[src/include/lane_defines.svh]
// Lane defines: widths and depths shared across the vector execution lane
`ifndef LANE_DEFINES_SVH
`define LANE_DEFINES_SVH

////////////////////
// Datapath widths
////////////////////

`define LANE_DATA_W		32		// Integer operand and result width
`define LANE_ISSUE_W	4		// Wrapping issue number
`define LANE_DST_W		4		// Destination register index

////////////////////
// Depths
////////////////////

// Four math stages plus eight queued moves stay below the 16 issue numbers,
// so no two items in flight ever carry the same tag
`define LANE_MATH_DEPTH	4		// Arithmetic pipeline stages
`define LANE_MOVE_DEPTH	8		// Move ring buffer entries

`endif

[src/source/lanePkg.sv]
// Lane package: opcode, data, issue number and write-back token types
`default_nettype none
`include "lane_defines.svh"

package lanePkg;

	////////////////////
	// Scalar types
	////////////////////

	typedef logic [`LANE_DATA_W-1:0]	data_t;			// One data word
	typedef logic [`LANE_ISSUE_W-1:0]	issueNo_t;		// Wraps at 16
	typedef logic [`LANE_DST_W-1:0]		regIdx_t;		// Register index

	typedef enum logic [1:0] {
		opAdd	= 2'b00,		// srcA + srcB
		opMul	= 2'b01,		// srcA * srcB
		opMac	= 2'b10,		// srcA * srcB + srcC
		opMov	= 2'b11			// Copy of srcA
	} opCode_t;

	////////////////////
	// Write-back token
	////////////////////

	typedef struct packed {
		logic		valid;
		opCode_t	op;
		regIdx_t	dst;
		issueNo_t	issueNo;	// Program order tag
	} wbToken_t;

endpackage

`default_nettype wire

[src/source/execLane.sv]
// Execution lane: issue decoder, math pipe, move buffers and write-back select
`timescale 1ns/1ps
`default_nettype none
`include "lane_defines.svh"

module execLane (
	input	wire logic						clock,
	input	wire logic						rst,
	input	wire logic						req,			// Command request
	input	wire lanePkg::opCode_t			op,
	input	wire lanePkg::regIdx_t			dst,
	input	wire lanePkg::data_t			srcA,
	input	wire lanePkg::data_t			srcB,
	input	wire lanePkg::data_t			srcC,
	output	logic							issueStall,		// Issuer must hold
	output	logic							wbValid,
	output	lanePkg::wbToken_t				wbToken,
	output	lanePkg::data_t					wbData
);

	import lanePkg::*;

	logic							mathIssue;
	logic							moveWrite;
	logic							moveRead;
	logic							moveFull;
	logic							moveEmpty;
	wbToken_t						issueToken;

	logic							mathValid;
	logic							mathBusy;
	wbToken_t						mathToken;
	data_t							mathData;

	wbToken_t						moveToken;		// Head of the move queue
	data_t							moveData;

	issueDecoder decoder (
		.clock(			clock			),
		.rst(			rst				),
		.req(			req				),
		.op(			op				),
		.dst(			dst				),
		.moveFull(		moveFull		),
		.moveEmpty(		moveEmpty		),
		.issueStall(	issueStall		),
		.mathIssue(		mathIssue		),
		.moveWrite(		moveWrite		),
		.issueToken(	issueToken		)
	);

	mathPipe mathUnit (
		.clock(			clock			),
		.rst(			rst				),
		.mathIssue(		mathIssue		),
		.token(			issueToken		),
		.srcA(			srcA			),
		.srcB(			srcB			),
		.srcC(			srcC			),
		.mathValid(		mathValid		),
		.mathToken(		mathToken		),
		.mathData(		mathData		),
		.mathBusy(		mathBusy		)
	);

	////////////////////
	// Move queue
	////////////////////

	ringBuffer #(
		.TYPE(			wbToken_t			),
		.NumEntry(		`LANE_MOVE_DEPTH	)
	) moveTokenBuf (
		.clock(			clock			),
		.rst(			rst				),
		.we(			moveWrite		),
		.re(			moveRead		),
		.dataIn(		issueToken		),
		.dataOut(		moveToken		),
		.full(			moveFull		),
		.empty(			moveEmpty		)
	);

	// Same pointers as the token buffer, so its levels are left open
	ringBuffer #(
		.TYPE(			data_t				),
		.NumEntry(		`LANE_MOVE_DEPTH	)
	) moveDataBuf (
		.clock(			clock			),
		.rst(			rst				),
		.we(			moveWrite		),
		.re(			moveRead		),
		.dataIn(		srcA			),
		.dataOut(		moveData		),
		.full(							),
		.empty(							)
	);

	writeBackSelect wbSelect (
		.clock(			clock			),
		.rst(			rst				),
		.mathValid(		mathValid		),
		.mathToken(		mathToken		),
		.mathData(		mathData		),
		.mathBusy(		mathBusy		),
		.moveEmpty(		moveEmpty		),
		.moveToken(		moveToken		),
		.moveData(		moveData		),
		.moveRead(		moveRead		),
		.wbValid(		wbValid			),
		.wbToken(		wbToken			),
		.wbData(		wbData			)
	);

endmodule

`default_nettype wire

[src/source/issueDecoder.sv]
// Issue decoder: numbers each command, steers it to math or move, raises the stall
`timescale 1ns/1ps
`default_nettype none
`include "lane_defines.svh"

module issueDecoder (
	input	wire logic						clock,
	input	wire logic						rst,
	input	wire logic						req,			// Command present
	input	wire lanePkg::opCode_t			op,
	input	wire lanePkg::regIdx_t			dst,			// Destination register
	input	wire logic						moveFull,		// Move buffer level
	input	wire logic						moveEmpty,		// Move buffer level
	output	logic							issueStall,		// Hold the command
	output	logic							mathIssue,		// Strobe to the math pipe
	output	logic							moveWrite,		// Strobe to the move buffer
	output	lanePkg::wbToken_t				issueToken
);

	import lanePkg::*;

	issueNo_t						issueCnt;			// Tag of the next command
	logic							isMove;
	logic							accept;

	////////////////////
	// Stall and steering
	////////////////////

	assign isMove				= ( op == opMov );

	// Math must never overtake a queued move, so it waits for an empty buffer
	assign issueStall			= req & ( isMove ? moveFull : ~moveEmpty );

	assign accept				= req & ~issueStall;
	assign mathIssue			= accept & ~isMove;
	assign moveWrite			= accept &  isMove;

	////////////////////
	// Token
	////////////////////

	assign issueToken.valid		= accept;
	assign issueToken.op		= op;
	assign issueToken.dst		= dst;
	assign issueToken.issueNo	= issueCnt;

	always_ff @(posedge clock) begin
		if ( rst ) begin
			issueCnt	<= '0;
		end else if ( accept ) begin
			issueCnt	<= issueCnt + 1'b1;		// Wraps at 16
		end
	end

endmodule

`default_nettype wire

[src/source/mathPipe.sv]
// Math pipe: fixed-depth add, multiply and multiply-add with a token per result
`timescale 1ns/1ps
`default_nettype none
`include "lane_defines.svh"

module mathPipe (
	input	wire logic						clock,
	input	wire logic						rst,
	input	wire logic						mathIssue,		// New operation strobe
	input	wire lanePkg::wbToken_t			token,
	input	wire lanePkg::data_t			srcA,
	input	wire lanePkg::data_t			srcB,
	input	wire lanePkg::data_t			srcC,			// Addend for opMac
	output	logic							mathValid,		// Result at the last stage
	output	lanePkg::wbToken_t				mathToken,
	output	lanePkg::data_t					mathData,
	output	logic							mathBusy		// Any stage occupied
);

	import lanePkg::*;

	localparam int Depth		= `LANE_MATH_DEPTH;

	logic [Depth-1:0]				stageValid;
	wbToken_t						stageToken	[Depth];
	data_t							stageData	[Depth];
	data_t							addend;				// Held beside stage 1

	data_t							firstData;
	data_t							firstAddend;

	////////////////////
	// Stage 1 operands
	////////////////////

	always_comb begin
		firstData		= srcA;					// opAdd passes srcA
		firstAddend		= srcB;
		case ( token.op )
			opMul: begin
				firstData	= srcA * srcB;		// Low 32 bits kept
				firstAddend	= '0;
			end
			opMac: begin
				firstData	= srcA * srcB;
				firstAddend	= srcC;
			end
			default: begin
				firstData	= srcA;
				firstAddend	= srcB;
			end
		endcase
	end

	////////////////////
	// Shift pipeline
	////////////////////

	always_ff @(posedge clock) begin
		if ( rst ) begin
			stageValid	<= '0;
		end else begin
			stageValid	<= { stageValid[Depth-2:0], mathIssue };
		end
	end

	always_ff @(posedge clock) begin
		stageToken[0]	<= token;
		stageData[0]	<= firstData;
		addend			<= firstAddend;

		stageToken[1]	<= stageToken[0];
		stageData[1]	<= stageData[0] + addend;		// Sum stage

		// Remaining stages only delay the result
		for ( int i = 2; i < Depth; i++ ) begin
			stageToken[i]	<= stageToken[i-1];
			stageData[i]	<= stageData[i-1];
		end
	end

	assign mathValid			= stageValid[Depth-1];
	assign mathToken			= stageToken[Depth-1];
	assign mathData				= stageData[Depth-1];
	assign mathBusy				= |stageValid;

endmodule

`default_nettype wire

[src/source/ringBuffer.sv]
// Ring buffer: circular FIFO of any payload type with full and empty levels
`timescale 1ns/1ps
`default_nettype none
`include "lane_defines.svh"

module ringBuffer #(
	parameter type TYPE				= logic [31:0],
	parameter int NumEntry			= `LANE_MOVE_DEPTH
) (
	input	wire logic						clock,
	input	wire logic						rst,
	input	wire logic						we,				// Push
	input	wire logic						re,				// Pop
	input	wire TYPE						dataIn,
	output	TYPE							dataOut,		// Head entry
	output	logic							full,
	output	logic							empty
);

	localparam int PtrW			= ( NumEntry > 1 ) ? $clog2(NumEntry) : 1;
	localparam int CntW			= $clog2(NumEntry + 1);

	TYPE							mem		[NumEntry];
	logic [PtrW-1:0]				wrPtr;
	logic [PtrW-1:0]				rdPtr;
	logic [CntW-1:0]				count;
	logic							doWrite;
	logic							doRead;

	assign doWrite				= we & ~full;		// Push to a full buffer is dropped
	assign doRead				= re & ~empty;

	assign full					= ( count == CntW'(NumEntry) );
	assign empty				= ( count == '0 );
	assign dataOut				= mem[rdPtr];

	always_ff @(posedge clock) begin
		if ( rst ) begin
			wrPtr	<= '0;
			rdPtr	<= '0;
			count	<= '0;
		end else begin
			if ( doWrite ) begin
				wrPtr	<= ( wrPtr == PtrW'(NumEntry - 1) ) ? '0 : wrPtr + 1'b1;
			end
			if ( doRead ) begin
				rdPtr	<= ( rdPtr == PtrW'(NumEntry - 1) ) ? '0 : rdPtr + 1'b1;
			end
			case ( { doWrite, doRead } )
				2'b10:		count	<= count + 1'b1;
				2'b01:		count	<= count - 1'b1;
				default:	count	<= count;			// Idle or push and pop
			endcase
		end
	end

	always_ff @(posedge clock) begin
		if ( doWrite ) begin
			mem[wrPtr]	<= dataIn;
		end
	end

endmodule

`default_nettype wire

[src/source/writeBackSelect.sv]
// Write-back select: picks math or move head and registers the write-back
`timescale 1ns/1ps
`default_nettype none

module writeBackSelect (
	input	wire logic						clock,
	input	wire logic						rst,
	input	wire logic						mathValid,
	input	wire lanePkg::wbToken_t			mathToken,
	input	wire lanePkg::data_t			mathData,
	input	wire logic						mathBusy,		// Older math in flight
	input	wire logic						moveEmpty,
	input	wire lanePkg::wbToken_t			moveToken,		// Buffer head
	input	wire lanePkg::data_t			moveData,
	output	logic							moveRead,		// Pop both buffers
	output	logic							wbValid,
	output	lanePkg::wbToken_t				wbToken,
	output	lanePkg::data_t					wbData
);

	import lanePkg::*;

	wbToken_t						selToken;
	data_t							selData;

	////////////////////
	// Arbitration
	////////////////////

	// A move leaves only once every older math result has written back
	assign moveRead				= ~moveEmpty & ~mathBusy & ~mathValid;

	assign selToken				= ( mathValid ) ?	mathToken : moveToken;
	assign selData				= ( mathValid ) ?	mathData : moveData;

	////////////////////
	// Output register
	////////////////////

	always_ff @(posedge clock) begin
		if ( rst ) begin
			wbValid		<= 1'b0;
		end else begin
			wbValid		<= mathValid | moveRead;
		end
	end

	always_ff @(posedge clock) begin
		wbToken		<= selToken;
		wbData		<= selData;
	end

endmodule

`default_nettype wire

[config.mk]
export PLATFORM = sky130hd
export DESIGN_NAME = execLane
export DESIGN_NICKNAME = d
export VERILOG_FILES = /design/src/source/lanePkg.sv /design/src/source/execLane.sv /design/src/source/issueDecoder.sv /design/src/source/mathPipe.sv /design/src/source/ringBuffer.sv /design/src/source/writeBackSelect.sv
export VERILOG_INCLUDE_DIRS = /design/src /design/src/include
export SDC_FILE = /design/constraint.sdc
export NUM_CORES = 2
export LEC_CHECK = 0
export ABC_AREA = 1
export BUFFER_PORTS_ARGS = -buffer_cell sky130_fd_sc_hd__buf_2
export CORE_AREA = 2 2 331 415
export CTS_CLUSTER_DIAMETER = 80
export DETAILED_ROUTE_END_ITERATION = 8
export DIE_AREA = 0 0 333 417
export PLACE_DENSITY = 0.49
export SLEW_MARGIN = 10
export SYNTH_ARGS = -nofsm -noshare
export SYNTH_HDL_FRONTEND = slang
export SYNTH_HIERARCHICAL = 1
export SYNTH_SLANG_ARGS = --single-unit
[constraint.sdc]
create_clock -name clock -period 11 [get_ports clock]
set_clock_uncertainty 0.2 [all_clocks]
set_input_delay 1.65 -clock clock [delete_from_list [all_inputs] [get_ports clock]]
set_output_delay 1.65 -clock clock [all_outputs]
set_load 0.02 [all_outputs]
==> results.sh <==
export IMPL_dr_pass1_iters=7
export IMPL_holdBufCountCts=0
export IMPL_start_util=0.2976
export IMPL_fmax_mhz=121.2
export IMPL_fin_crit_ns=8.251
export IMPL_place_hpwl_um=88050
export IMPL_antenna_found_initial=10
export IMPL_finalSetupTns_ns=0
export IMPL_track_usage=0.1787
export IMPL_slew_headroom=0.2724
export IMPL_yosysWarningCount=6
export IMPL_maxCapViolations=0
export IMPL_path_clk_slew_ns=0.06
export IMPL_outcome="finished clean"
export IMPL_grt_max_degree=88
export IMPL_fin_nets=5136
export IMPL_synth_fp_nets=5080
export IMPL_io_pin_count=150
export IMPL_cp_max_fo=29
export IMPL_finalSetupViolCount=0
export IMPL_die_area_mm2=0.1389
export IMPL_hold_depth=0
export IMPL_reg2reg_depth=11
export IMPL_hp_start="mathUnit/stageToken[2][6]"
export IMPL_rr_startpoint="moveTokenBuf/count[1]"
export IMPL_routed_via_density=4.599
export IMPL_cts_resized_gates=0
export IMPL_hold_violations=0
export IMPL_drive_gt1_frac=0.07980
export IMPL_clockBufferDepth=3
export IMPL_grt_pass1_wl_um=186600
export IMPL_rsz0062_at_grt="no"
export IMPL_syn_to_final_growth_pct=12.01
export IMPL_place_congestion=0.8897
export IMPL_avgSynthCellArea_um2=9.133
export IMPL_ant_nets=0
export IMPL_drc=0
export IMPL_clk_insertion_delay_late_ns=0.63
export IMPL_die_x_um=333
export IMPL_die_h_um=417
export IMPL_slew_viol_final=0
export IMPL_min_to="mathUnit/stageToken[3][6]"
export IMPL_hold_class="reg -> reg"
export IMPL_row_count=151
export IMPL_critPathArrivalTime_ns=8.55
export IMPL_cts_buffers=73
export IMPL_wl_per_cell_um=19.52
export IMPL_vias=28847
export IMPL_numClockSinks=626
export IMPL_worstSetupPathType="in -> reg"
export IMPL_r2r_end="moveDataBuf/mem[3][27]"
export IMPL_core_mm2=0.1349
export IMPL_startpoint_type="input pin"
export IMPL_drt_iter0_drc=1778
export IMPL_wirelength_um=122400
export IMPL_overflow=0
export IMPL_h_tree_depth=3
export IMPL_r2r_setup_slack_ns=7.54
export IMPL_numPortBuffers=149
export IMPL_cts_tree="yes"
export IMPL_tightest_slew_ns=1.091
export IMPL_fin_crit_sh=0.7501
export IMPL_worstSetupEndpointType="flop"
export IMPL_crit_required_ns=11.30
export IMPL_grt_pass1_vias=30693
export IMPL_cts_root_buf="clkbuf_16"
export IMPL_postCtsSetupBuffers=0
export IMPL_synth_cells=4396
export IMPL_syn_area_mm2=0.04015
[cell usage in the layout (no fill, tap or decap), types with 86 or more instances in the layout]
cell      count
edfxtp_1    344
inv_1       880
nand3_1     124
nor2_1      266
o21ai_0     200
nand2_1    1101
a21oi_1      86
ha_1        169
dfxtp_1     278
fa_1        409
buf_2       149
[area by class of cell]
class                      count  area [µm²]
multi-input combinational   2676       19860
clock inverter                31       390.4
antenna                        2       5.005
fill                       14098       89930
sequential                   626       15990
inverter                     888        3336
clock buffer                 103        2146
timing repair buffer         187        1044
tap                         1759        2201
[worst max-delay path, stage by stage]
cell and delay [ns]:
buf_2 0.72, nand2_1 0.10, inv_1 0.11, fa_1 0.44, fa_1 0.49, fa_1 0.51, inv_1 0.07, fa_1 0.48
inv_1 0.05, fa_1 0.50, inv_1 0.06, fa_1 0.52, inv_1 0.05, fa_1 0.49, fa_1 0.50, ha_1 0.41
nand2_1 0.12, nor2_1 0.14, nor2b_1 0.28, nand4_1 0.14, nand3_1 0.15, a21o_1 0.16, a21oi_1 0.08, xnor2_1 0.13
nand2_1 0.06, nand2_1 0.06
[through the flow]
step | utilization | setup WS, ns | std cells | hold WS (ns) | area, µm²
finish | 0.3334 | 2.749 | 6272 | 0.1172 | 44970
global route | 0.3334 | 2.472 | 6271 | 0.1182 | 44970
CTS | 0.3333 | 2.827 | 6270 | 0.1129 | 44970
detailed placement | 0.3145 | 2.182 | 6136 | 0.1121 | 42430
global placement | 0.3145 | 2.218 | 6136 | 0.1097 | 42430
floorplan | - | 3.056 | 4396 | 0.1096 | 40150
[how the worst max path moves through the flow]
stage,from,slack [ns],end
floorplan,srcB[3],3.06,mathUnit/stageData[0][26]
global placement,srcA[12],2.22,mathUnit/stageData[0][31]
detailed placement,srcA[12],2.18,mathUnit/stageData[0][26]
CTS,srcA[12],2.83,mathUnit/stageData[0][26]
global route,srcA[12],2.47,mathUnit/stageData[0][30]
finish,srcA[12],2.75,mathUnit/stageData[0][26]
[layer usage]
layer,vias to the layer above,part of all wire,global-route usage
met1,14286,0.41,0.2181
met2,751,0.50,0.3179
met4,8,0.041,0.07270
li1,13576,-,-
met5,-,0.00047,0
met3,226,0.046,0.02225
[sequential cells by signal, summed over array words and instances (netlist names), 11 cells and up, named ones only]
register,cells
wbSelect/wbData,32
mathUnit/addend,32
mathUnit/stageData,128
mathUnit/stageToken,44
wbSelect/wbToken,11
moveTokenBuf/mem,88
moveDataBuf/mem,256
Power is left out: the tool's default activity adds up to more than one toggle a clock period on the data nets, which glitch-free logic cannot reach.
